--- src/include/conv_accel_config.svh ---
`ifndef CONV_ACCEL_CONFIG_SVH
`define CONV_ACCEL_CONFIG_SVH

// pixels carried side by side in one beat
`define CONV_UNITS 4

// conv cores, one weight word each per beat
`define CONV_CORES 4

// signed input and output word
`define CONV_WORD_WIDTH 8

// signed accumulator, headroom for long channel groups
`define CONV_ACC_WIDTH 20

// leaky relu alpha as a plain shift, 1/8
`define CONV_LRELU_SHIFT 3

// requantize back toward word range
`define CONV_OUT_SHIFT 4

`endif

--- src/source/conv_accel_pkg.sv ---
`default_nettype none

`include "conv_accel_config.svh"

package conv_accel_pkg;

  // single signed data word
  typedef logic signed [`CONV_WORD_WIDTH-1:0] word_t;

  // single signed accumulator
  typedef logic signed [`CONV_ACC_WIDTH-1:0] acc_t;

  // one pixel beat, unit 0 in the low bits
  typedef word_t [`CONV_UNITS-1:0] pixel_vec_t;

  // one weight beat, core 0 in the low bits
  typedef word_t [`CONV_CORES-1:0] weight_vec_t;

  // sums of one core, one per unit
  typedef acc_t [`CONV_UNITS-1:0] acc_vec_t;

  // activation picked per group from pixel tuser
  typedef enum logic {
    act_none,
    act_lrelu
  } act_e;

  // broadcast to every core
  typedef struct packed {
    // capture products from stage 0
    logic mul_en;
    // fold products into accumulators
    logic acc_en;
    // first channel of a group, load instead of add
    logic acc_first;
  } core_ctrl_t;

  // flags that ride along with a beat through the pipeline
  typedef struct packed {
    logic valid;
    logic last;
    logic first;
    act_e act;
  } beat_tag_t;

  // output stage fsm
  typedef enum logic {
    out_idle,
    out_send
  } out_state_e;

endpackage

`default_nettype wire

--- src/source/conv_accel_top.sv ---
`default_nettype none

`include "conv_accel_config.svh"

module conv_accel_top (
  input  logic                        aclk,
  input  logic                        rst_n,
  // pixel stream
  input  logic                        s_pix_tvalid,
  output logic                        s_pix_tready,
  input  conv_accel_pkg::pixel_vec_t  s_pix_tdata,
  input  logic                        s_pix_tlast,
  // is_lrelu for the group
  input  logic                        s_pix_tuser,
  // weight stream
  input  logic                        s_wgt_tvalid,
  output logic                        s_wgt_tready,
  input  conv_accel_pkg::weight_vec_t s_wgt_tdata,
  input  logic                        s_wgt_tlast,
  // output stream, one beat per core
  output logic                        m_tvalid,
  input  logic                        m_tready,
  output conv_accel_pkg::pixel_vec_t  m_tdata,
  output logic                        m_tlast
);

  // sequencer to cores
  conv_accel_pkg::core_ctrl_t  core_ctrl;
  conv_accel_pkg::pixel_vec_t  pix_q;
  conv_accel_pkg::weight_vec_t wgt_q;
  // sequencer and output stage
  logic                        result_strobe;
  conv_accel_pkg::act_e        result_act;
  logic                        buffer_free;
  // cores to output stage
  conv_accel_pkg::acc_vec_t    core_sums [`CONV_CORES];

  conv_input_seq i_conv_input_seq (
    .aclk          (aclk         ),
    .rst_n         (rst_n        ),
    .s_pix_tvalid  (s_pix_tvalid ),
    .s_pix_tready  (s_pix_tready ),
    .s_pix_tdata   (s_pix_tdata  ),
    .s_pix_tlast   (s_pix_tlast  ),
    .s_pix_tuser   (s_pix_tuser  ),
    .s_wgt_tvalid  (s_wgt_tvalid ),
    .s_wgt_tready  (s_wgt_tready ),
    .s_wgt_tdata   (s_wgt_tdata  ),
    .s_wgt_tlast   (s_wgt_tlast  ),
    .buffer_free   (buffer_free  ),
    .core_ctrl     (core_ctrl    ),
    .pix_q         (pix_q        ),
    .wgt_q         (wgt_q        ),
    .result_strobe (result_strobe),
    .result_act    (result_act   )
  );

  // same pixels to all cores, each with its own weight word
  generate
    for (genvar c = 0; c < `CONV_CORES; c++) begin : g_core
      conv_core i_conv_core (
        .aclk      (aclk        ),
        .rst_n     (rst_n       ),
        .core_ctrl (core_ctrl   ),
        .pix       (pix_q       ),
        .wgt       (wgt_q[c]    ),
        .sums      (core_sums[c])
      );
    end
  endgenerate

  conv_output_stage i_conv_output_stage (
    .aclk          (aclk         ),
    .rst_n         (rst_n        ),
    .result_strobe (result_strobe),
    .result_act    (result_act   ),
    .core_sums     (core_sums    ),
    .buffer_free   (buffer_free  ),
    .m_tvalid      (m_tvalid     ),
    .m_tready      (m_tready     ),
    .m_tdata       (m_tdata      ),
    .m_tlast       (m_tlast      )
  );

endmodule

`default_nettype wire

--- src/source/conv_core.sv ---
`default_nettype none

`include "conv_accel_config.svh"

module conv_core (
  input  logic                       aclk,
  input  logic                       rst_n,
  input  conv_accel_pkg::core_ctrl_t core_ctrl,
  input  conv_accel_pkg::pixel_vec_t pix,
  input  conv_accel_pkg::word_t      wgt,
  output conv_accel_pkg::acc_vec_t   sums
);

  localparam int UNITS = `CONV_UNITS;

  // stage 1 products, one per unit
  conv_accel_pkg::acc_vec_t prod_q;
  // stage 2 running sums
  conv_accel_pkg::acc_vec_t acc_q;
  // products captured and not yet folded in
  logic prod_fresh;

  // signed multiply, operands extend to accumulator width
  always_ff @(posedge aclk) begin
    if (core_ctrl.mul_en) begin
      for (int u = 0; u < UNITS; u++) begin
        prod_q[u] <= pix[u] * wgt;
      end
    end
  end

  // load on first channel, add on the rest
  always_ff @(posedge aclk) begin
    if (core_ctrl.acc_en) begin
      for (int u = 0; u < UNITS; u++) begin
        if (core_ctrl.acc_first) begin
          acc_q[u] <= prod_q[u];
        end else begin
          acc_q[u] <= acc_q[u] + prod_q[u];
        end
      end
    end
  end

  // product bookkeeping across pipeline freezes
  always_ff @(posedge aclk or negedge rst_n) begin
    if (!rst_n) begin
      prod_fresh <= 1'b0;
    end else if (core_ctrl.mul_en) begin
      prod_fresh <= 1'b1;
    end else if (core_ctrl.acc_en) begin
      prod_fresh <= 1'b0;
    end
  end

  assign sums = acc_q;

  // sequencer must never accumulate stale or missing products
  a_acc_after_mul : assert property (
    @(posedge aclk) disable iff (!rst_n)
    core_ctrl.acc_en |-> prod_fresh
  ) else $error("accumulate without products captured first");

endmodule

`default_nettype wire

--- src/source/conv_input_seq.sv ---
`default_nettype none

module conv_input_seq (
  input  logic                        aclk,
  input  logic                        rst_n,
  // pixel stream
  input  logic                        s_pix_tvalid,
  output logic                        s_pix_tready,
  input  conv_accel_pkg::pixel_vec_t  s_pix_tdata,
  input  logic                        s_pix_tlast,
  input  logic                        s_pix_tuser,
  // weight stream
  input  logic                        s_wgt_tvalid,
  output logic                        s_wgt_tready,
  input  conv_accel_pkg::weight_vec_t s_wgt_tdata,
  input  logic                        s_wgt_tlast,
  // from output stage
  input  logic                        buffer_free,
  // to the cores
  output conv_accel_pkg::core_ctrl_t  core_ctrl,
  output conv_accel_pkg::pixel_vec_t  pix_q,
  output conv_accel_pkg::weight_vec_t wgt_q,
  // to output stage
  output logic                        result_strobe,
  output conv_accel_pkg::act_e        result_act
);

  // pipeline moves as one block
  logic advance;
  // joined pixel and weight handshake
  logic accept;
  // group final beat leaving stage 1 this cycle
  logic group_done;
  // next accepted beat opens a new group
  logic first_q;

  // stage 0 is the input register, stage 1 the product register
  conv_accel_pkg::beat_tag_t s0_tag;
  conv_accel_pkg::beat_tag_t s1_tag;

  // freeze only when a finished group has nowhere to go
  assign advance = !(s1_tag.valid && s1_tag.last && !buffer_free);

  // each ready waits for the other stream, so a lone valid never transfers
  assign s_pix_tready = s_wgt_tvalid && advance;
  assign s_wgt_tready = s_pix_tvalid && advance;
  assign accept       = s_pix_tvalid && s_wgt_tvalid && advance;

  assign group_done = advance && s1_tag.valid && s1_tag.last;

  // stage 0 payload, held while frozen
  always_ff @(posedge aclk) begin
    if (accept) begin
      pix_q <= s_pix_tdata;
      wgt_q <= s_wgt_tdata;
    end
  end

  // group boundary tracking
  always_ff @(posedge aclk or negedge rst_n) begin
    if (!rst_n) begin
      first_q <= 1'b1;
    end else if (accept) begin
      // beat after a tlast starts the next group
      first_q <= s_pix_tlast;
    end
  end

  // beat flags down the stages
  always_ff @(posedge aclk or negedge rst_n) begin
    if (!rst_n) begin
      s0_tag <= '0;
      s1_tag <= '0;
    end else if (advance) begin
      // bubble enters stage 0 when no pair is joined
      s0_tag.valid <= accept;
      s0_tag.last  <= s_pix_tlast;
      s0_tag.first <= first_q;
      // group activation taken from the tlast beat
      s0_tag.act   <= s_pix_tuser ? conv_accel_pkg::act_lrelu : conv_accel_pkg::act_none;
      s1_tag       <= s0_tag;
    end
  end

  // stage 2 result flag, lines up with the finished accumulators
  always_ff @(posedge aclk or negedge rst_n) begin
    if (!rst_n) begin
      result_strobe <= 1'b0;
      result_act    <= conv_accel_pkg::act_none;
    end else begin
      result_strobe <= group_done;
      if (group_done) begin
        result_act <= s1_tag.act;
      end
    end
  end

  // core controls straight from the stage flags
  always_comb begin
    core_ctrl           = '0;
    // stage 0 to product register
    core_ctrl.mul_en    = s0_tag.valid && advance;
    // product register to accumulator
    core_ctrl.acc_en    = s1_tag.valid && advance;
    // new group loads fresh
    core_ctrl.acc_first = s1_tag.valid && s1_tag.first;
  end

  // both streams must agree on where a group ends
  a_tlast_match : assert property (
    @(posedge aclk) disable iff (!rst_n)
    accept |-> (s_pix_tlast == s_wgt_tlast)
  ) else $error("pixel and weight tlast differ on an accepted beat");

endmodule

`default_nettype wire

--- src/source/conv_output_stage.sv ---
`default_nettype none

`include "conv_accel_config.svh"

module conv_output_stage (
  input  logic                       aclk,
  input  logic                       rst_n,
  // finished group from the sequencer
  input  logic                       result_strobe,
  input  conv_accel_pkg::act_e       result_act,
  input  conv_accel_pkg::acc_vec_t   core_sums [`CONV_CORES],
  // back to the sequencer
  output logic                       buffer_free,
  // output stream
  output logic                       m_tvalid,
  input  logic                       m_tready,
  output conv_accel_pkg::pixel_vec_t m_tdata,
  output logic                       m_tlast
);

  localparam int CORES    = `CONV_CORES;
  localparam int UNITS    = `CONV_UNITS;
  localparam int IDX_W    = (CORES > 1) ? $clog2(CORES) : 1;
  localparam int LAST_IDX = CORES - 1;

  // saturation bounds of an output word
  localparam conv_accel_pkg::acc_t SAT_MAX = (1 <<< (`CONV_WORD_WIDTH - 1)) - 1;
  localparam conv_accel_pkg::acc_t SAT_MIN = -(1 <<< (`CONV_WORD_WIDTH - 1));

  conv_accel_pkg::out_state_e state;
  // core being sent, 0 first
  logic [IDX_W-1:0]           core_idx;
  // activation of the buffered group
  conv_accel_pkg::act_e       act_q;
  // one group of sums from all cores
  conv_accel_pkg::acc_vec_t   sum_buf [CORES];

  // leaky relu, requantize, saturate
  function automatic conv_accel_pkg::word_t requant(
    input conv_accel_pkg::acc_t sum,
    input conv_accel_pkg::act_e act
  );
    conv_accel_pkg::acc_t v;
    v = sum;
    // negative side scaled by alpha
    if (act == conv_accel_pkg::act_lrelu && v < 0) begin
      v = v >>> `CONV_LRELU_SHIFT;
    end
    v = v >>> `CONV_OUT_SHIFT;
    // clamp into word range
    if (v > SAT_MAX) begin
      v = SAT_MAX;
    end else if (v < SAT_MIN) begin
      v = SAT_MIN;
    end
    return v[`CONV_WORD_WIDTH-1:0];
  endfunction

  // grab every core at once so the cores can start the next group
  always_ff @(posedge aclk) begin
    if (state == conv_accel_pkg::out_idle && result_strobe) begin
      sum_buf <= core_sums;
    end
  end

  // step through the cores, one beat per handshake
  always_ff @(posedge aclk or negedge rst_n) begin
    if (!rst_n) begin
      state    <= conv_accel_pkg::out_idle;
      core_idx <= '0;
      act_q    <= conv_accel_pkg::act_none;
    end else begin
      case (state)
        conv_accel_pkg::out_idle: begin
          if (result_strobe) begin
            state    <= conv_accel_pkg::out_send;
            core_idx <= '0;
            act_q    <= result_act;
          end
        end
        conv_accel_pkg::out_send: begin
          if (m_tready) begin
            if (core_idx == IDX_W'(LAST_IDX)) begin
              // whole group out, buffer free again
              state    <= conv_accel_pkg::out_idle;
              core_idx <= '0;
            end else begin
              core_idx <= core_idx + 1'b1;
            end
          end
        end
        default: begin
          state <= conv_accel_pkg::out_idle;
        end
      endcase
    end
  end

  // stream side and the free level
  always_comb begin
    m_tvalid    = (state == conv_accel_pkg::out_send);
    m_tlast     = m_tvalid && (core_idx == IDX_W'(LAST_IDX));
    // strobe in flight counts as occupied
    buffer_free = (state == conv_accel_pkg::out_idle) && !result_strobe;
    // data follows the buffer and index, so it holds under back-pressure
    for (int u = 0; u < UNITS; u++) begin
      m_tdata[u] = requant(sum_buf[core_idx][u], act_q);
    end
  end

  // axi-stream rule on the output
  a_m_hold : assert property (
    @(posedge aclk) disable iff (!rst_n)
    m_tvalid && !m_tready |=> m_tvalid && $stable(m_tdata) && $stable(m_tlast)
  ) else $error("m stream changed while stalled");

  // sequencer freeze must keep a second group from landing on a full buffer
  a_no_overrun : assert property (
    @(posedge aclk) disable iff (!rst_n)
    result_strobe |-> state == conv_accel_pkg::out_idle
  ) else $error("result strobe while output buffer busy");

endmodule

`default_nettype wire

--- config.mk ---
export PLATFORM = sky130hd
export DESIGN_NAME = conv_accel_top
export DESIGN_NICKNAME = d
export VERILOG_FILES = /design/src/source/conv_accel_pkg.sv /design/src/source/conv_accel_top.sv /design/src/source/conv_core.sv /design/src/source/conv_input_seq.sv /design/src/source/conv_output_stage.sv
export VERILOG_INCLUDE_DIRS = /design/src /design/src/include
export SDC_FILE = /design/constraint.sdc
export NUM_CORES = 2
export LEC_CHECK = 0
export BUFFER_PORTS_ARGS = -buffer_cell sky130_fd_sc_hd__buf_4
export CAP_MARGIN = 20
export CORE_MARGIN = 1.5
export CORE_UTILIZATION = 39
export DETAILED_ROUTE_END_ITERATION = 12
export HOLD_SLACK_MARGIN = 0.06
export PLACE_DENSITY = 0.55
export SYNTH_ARGS = -nofsm -noshare
export SYNTH_HDL_FRONTEND = slang
export SYNTH_SLANG_ARGS = --single-unit
--- constraint.sdc ---
create_clock -name aclk -period 17.1 [get_ports aclk]
set_clock_uncertainty 0.15 [all_clocks]
set_input_delay 3.42 -clock aclk [delete_from_list [all_inputs] [get_ports aclk]]
set_output_delay 3.42 -clock aclk [all_outputs]
set_load 0.01 [all_outputs]
==> flow_summary.yaml <==
sta:
  tightest_slew_ns: 1.144
  finalSetupViolations: 0
  fmax_ghz: 0.1268
  final_max_slew_viol_count: 0
  rsz0062_at_grt: "no"
  fin_crit_sh: 0.4613
  setup-tns-final_ns: 0
  fin_crit_ns: 7.888
  hold_viol: 0
  slew_headroom: 0.2293
critical_path:
  crit_path_end_kind: "primary output"
  worstPathMaxFanout: 35
  start_kind: "flip-flop"
  regToRegSetupSlack_ns: 11.54
  cp.arrival_ns: 4.32
  worstPathRequired_ns: 13.53
  crit_type: "reg -> out"
synthesis:
  synth_fp_nets: 10050
  synth_seq_cells: 911
  synth_edf_count: 896
  syn_area_per_cell_sq_um: 10.42
  async_flop_share: 0.01647
  yosysSeqAreaShare: 0.3149
  postSynthCellCount: 8313
  synth_cell_types: 85
  syn_area_sq_um: 86640
  ys.flop_type: "edfxtp_1"
  yosysWarnings: 0
job:
  max_cap_violations: 0
placed_design:
  place_congestion: 0.8753
  placed_cells: 11180
  hpwl_mm: 156.3
  placed_area_sq_um: 90780
  port_buffers: 106
finish:
  stdcell_count: 11390
  drive_gt1_frac: 0.06264
  syn2layout_area_growth_pct: 9.216
  final_common_cell: "inv_1"
  layout_common_cells: "inv_1 (1401), fa_1 (896), edfxtp_1 (896), ha_1 (769), and2_1 (690)"
  fin_nets: 10070
  final_area_sq_um: 94630
global_routing:
  grt_pass1_wl_mm: 341.2
  first_global_vias: 60490
  grt_use_met2: 0.3281
  use_met3: 0.02848
  grt_use_total: 0.1952
  grt_max_degree: 86
  grt-ovfl-total: 0
  antenna_found_initial: 29
  grt_busiest_layer: "met2"
  grt_use_met1: 0.2650
floorplan:
  initial_core_util: 0.3935
  core_area_sq_um: 220200
  die_y_um: 474.3
  boundaryPins: 108
  dieArea_sq_um: 225000
  die_w_um: 474.3
  placementRows: 172
cts:
  post_cts_resized: 0
  clk_path_buf_depth: 3
  clock_latency_ns: 0.78
  cts_hold_buf: 0
  cts.clk_slew.worst_paths_ns: 0.06
  root_buffer: "clkbuf_16"
  clkSinkCount: 911
  cts_setup_buffers: 0
  cts_max_level: 3
  cts_tree: "built"
  cts_buffers: 110
detailed_routing:
  drc: 0
  totalWireLength_mm: 215.4
  first_pass_iters: 6
  drtIter0Drc: 3193
  via_per_inst: 5.049
  ant_nets: 0
  wl_per_cell_um: 18.91
  vias: 57510
run_status:
  status: "finished clean"
worst_hold_path:
  min_path_type: "reg -> reg"
## synthesized netlist by cell type, drive strengths merged (14+ instances only)
cell type / instances / area (sq um)
dfrtp: 14 / 350.3
nor4: 20 / 125.1
mux2: 23 / 259.0
nor3: 84 / 420.4
edfxtp: 896 / 26910
nand2b: 88 / 550.5
mux2i: 35 / 350.3
xor2: 156 / 1366
buf: 16 / 70.07
nand2: 549 / 2061
o21a: 59 / 442.9
mux4: 64 / 1441
xnor2: 324 / 2838
and2: 693 / 4335
o311a: 24 / 240.2
a31oi: 30 / 187.7
a211oi: 47 / 362.8
o21bai: 49 / 367.9
a21o: 156 / 1171
or3: 25 / 161.4
or2: 35 / 219.0
a21oi: 423 / 2121
o31ai: 30 / 239.0
inv: 1403 / 5266
ha: 769 / 9622
clkbuf: 273 / 1025
or4: 15 / 112.6
nand3: 68 / 340.3
nor2: 352 / 1321
nor2b: 146 / 915.9
and3: 18 / 112.6
o21ai: 313 / 1570
fa: 896 / 17940
a21boi: 34 / 259.0
o31a: 15 / 133.9
nand4: 33 / 206.5
o211ai: 21 / 157.7
## layer usage
| layer | wire [um] | up-vias | share of wire |
|---|---|---|---|
| li1 | - | 27530 | - |
| met1 | 99480 | 28720 | 0.46 |
| met2 | 101300 | 1008 | 0.47 |
| met3 | 9869 | 244 | 0.046 |
| met4 | 4681 | 10 | 0.022 |
| met5 | 54 | - | 0.00025 |
## state kept, by name (all words and copies together) (netlist names)
name / cells
i_conv_input_seq.wgt_q: 32
i_conv_output_stage.m_tvalid: 1
g_core.i_conv_core.prod_q: 256
i_conv_input_seq.s0_tag: 4
i_conv_input_seq.pix_q: 32
i_conv_input_seq.result_act: 1
i_conv_output_stage.sum_buf: 256
i_conv_output_stage.core_idx: 2
i_conv_input_seq.result_strobe: 1
i_conv_input_seq.s1_tag: 4
i_conv_output_stage.act_q: 1
g_core.i_conv_core.sums: 320
i_conv_input_seq.first_q: 1
## cells by family after synthesis
kind of cell               synth area share
DFF                                  0.3149
adders and majority gates            0.3181
and+or+nand+nor                      0.1288
AOI/OAI and AO/OA                   0.09265
buffers and inverters               0.07342
xor gates and xnor gates            0.04852
muxes                               0.02367
## area by class of cell
type | instances | area, sq um
Fill cell | 20760 | 125500
Multi-Input combinational cell | 5710 | 53020
Sequential cell | 911 | 27290
Inverter | 1403 | 5269
Tap cell | 2958 | 3701
Clock buffer | 128 | 2924
Timing Repair Buffer | 200 | 1501
Clock inverter | 77 | 913.4
Antenna cell | 3 | 7.507
## worst max-delay path: stages, from the launching register on
cell and delay, ns:
dfrtp_4 0.79, buf_4 0.58, mux4_2 0.47, nand2_1 0.32, mux2i_1 0.13, o21ai_0 0.89, buf_4 0.27
## per-stage QoR
step | util | hold slack [ns] | setup WS, ns
after detailed placement | 0.4124 | 0.2947 | 9.725
after CTS | 0.4298 | 0.2820 | 9.305
after floorplan | - | 0.2781 | 3.631
after global routing | 0.4298 | 0.3087 | 9.199
final | 0.4298 | 0.2858 | 9.212
after global placement | 0.4124 | 0.2871 | 9.730
## final timing paths
kind                                                              from                                          end  cells past startpoint
setup reg to reg                   i_conv_input_seq.wgt_q[1]$_DFFE_PP_   g_core[0].i_conv_core.prod_q[18]$_DFFE_PP_                     18
hold reg to reg               g_core[0].i_conv_core.sums[58]$_DFFE_PP_   i_conv_output_stage.sum_buf[298]$_DFFE_PP_                      0
max in group asynchronous                                        rst_n         i_conv_input_seq.first_q$_DFFE_PN1P_                      1
min in group asynchronous                                        rst_n  i_conv_output_stage.core_idx[1]$_DFFE_PN0P_                      1
setup / recovery           i_conv_output_stage.core_idx[1]$_DFFE_PN0P_                                   m_tdata[5]                      6
hold / removal                g_core[0].i_conv_core.sums[58]$_DFFE_PP_   i_conv_output_stage.sum_buf[298]$_DFFE_PP_                      0
Power is left out: the tool's default activity adds up to more than one toggle a clock period on the data nets, which glitch-free logic cannot reach.
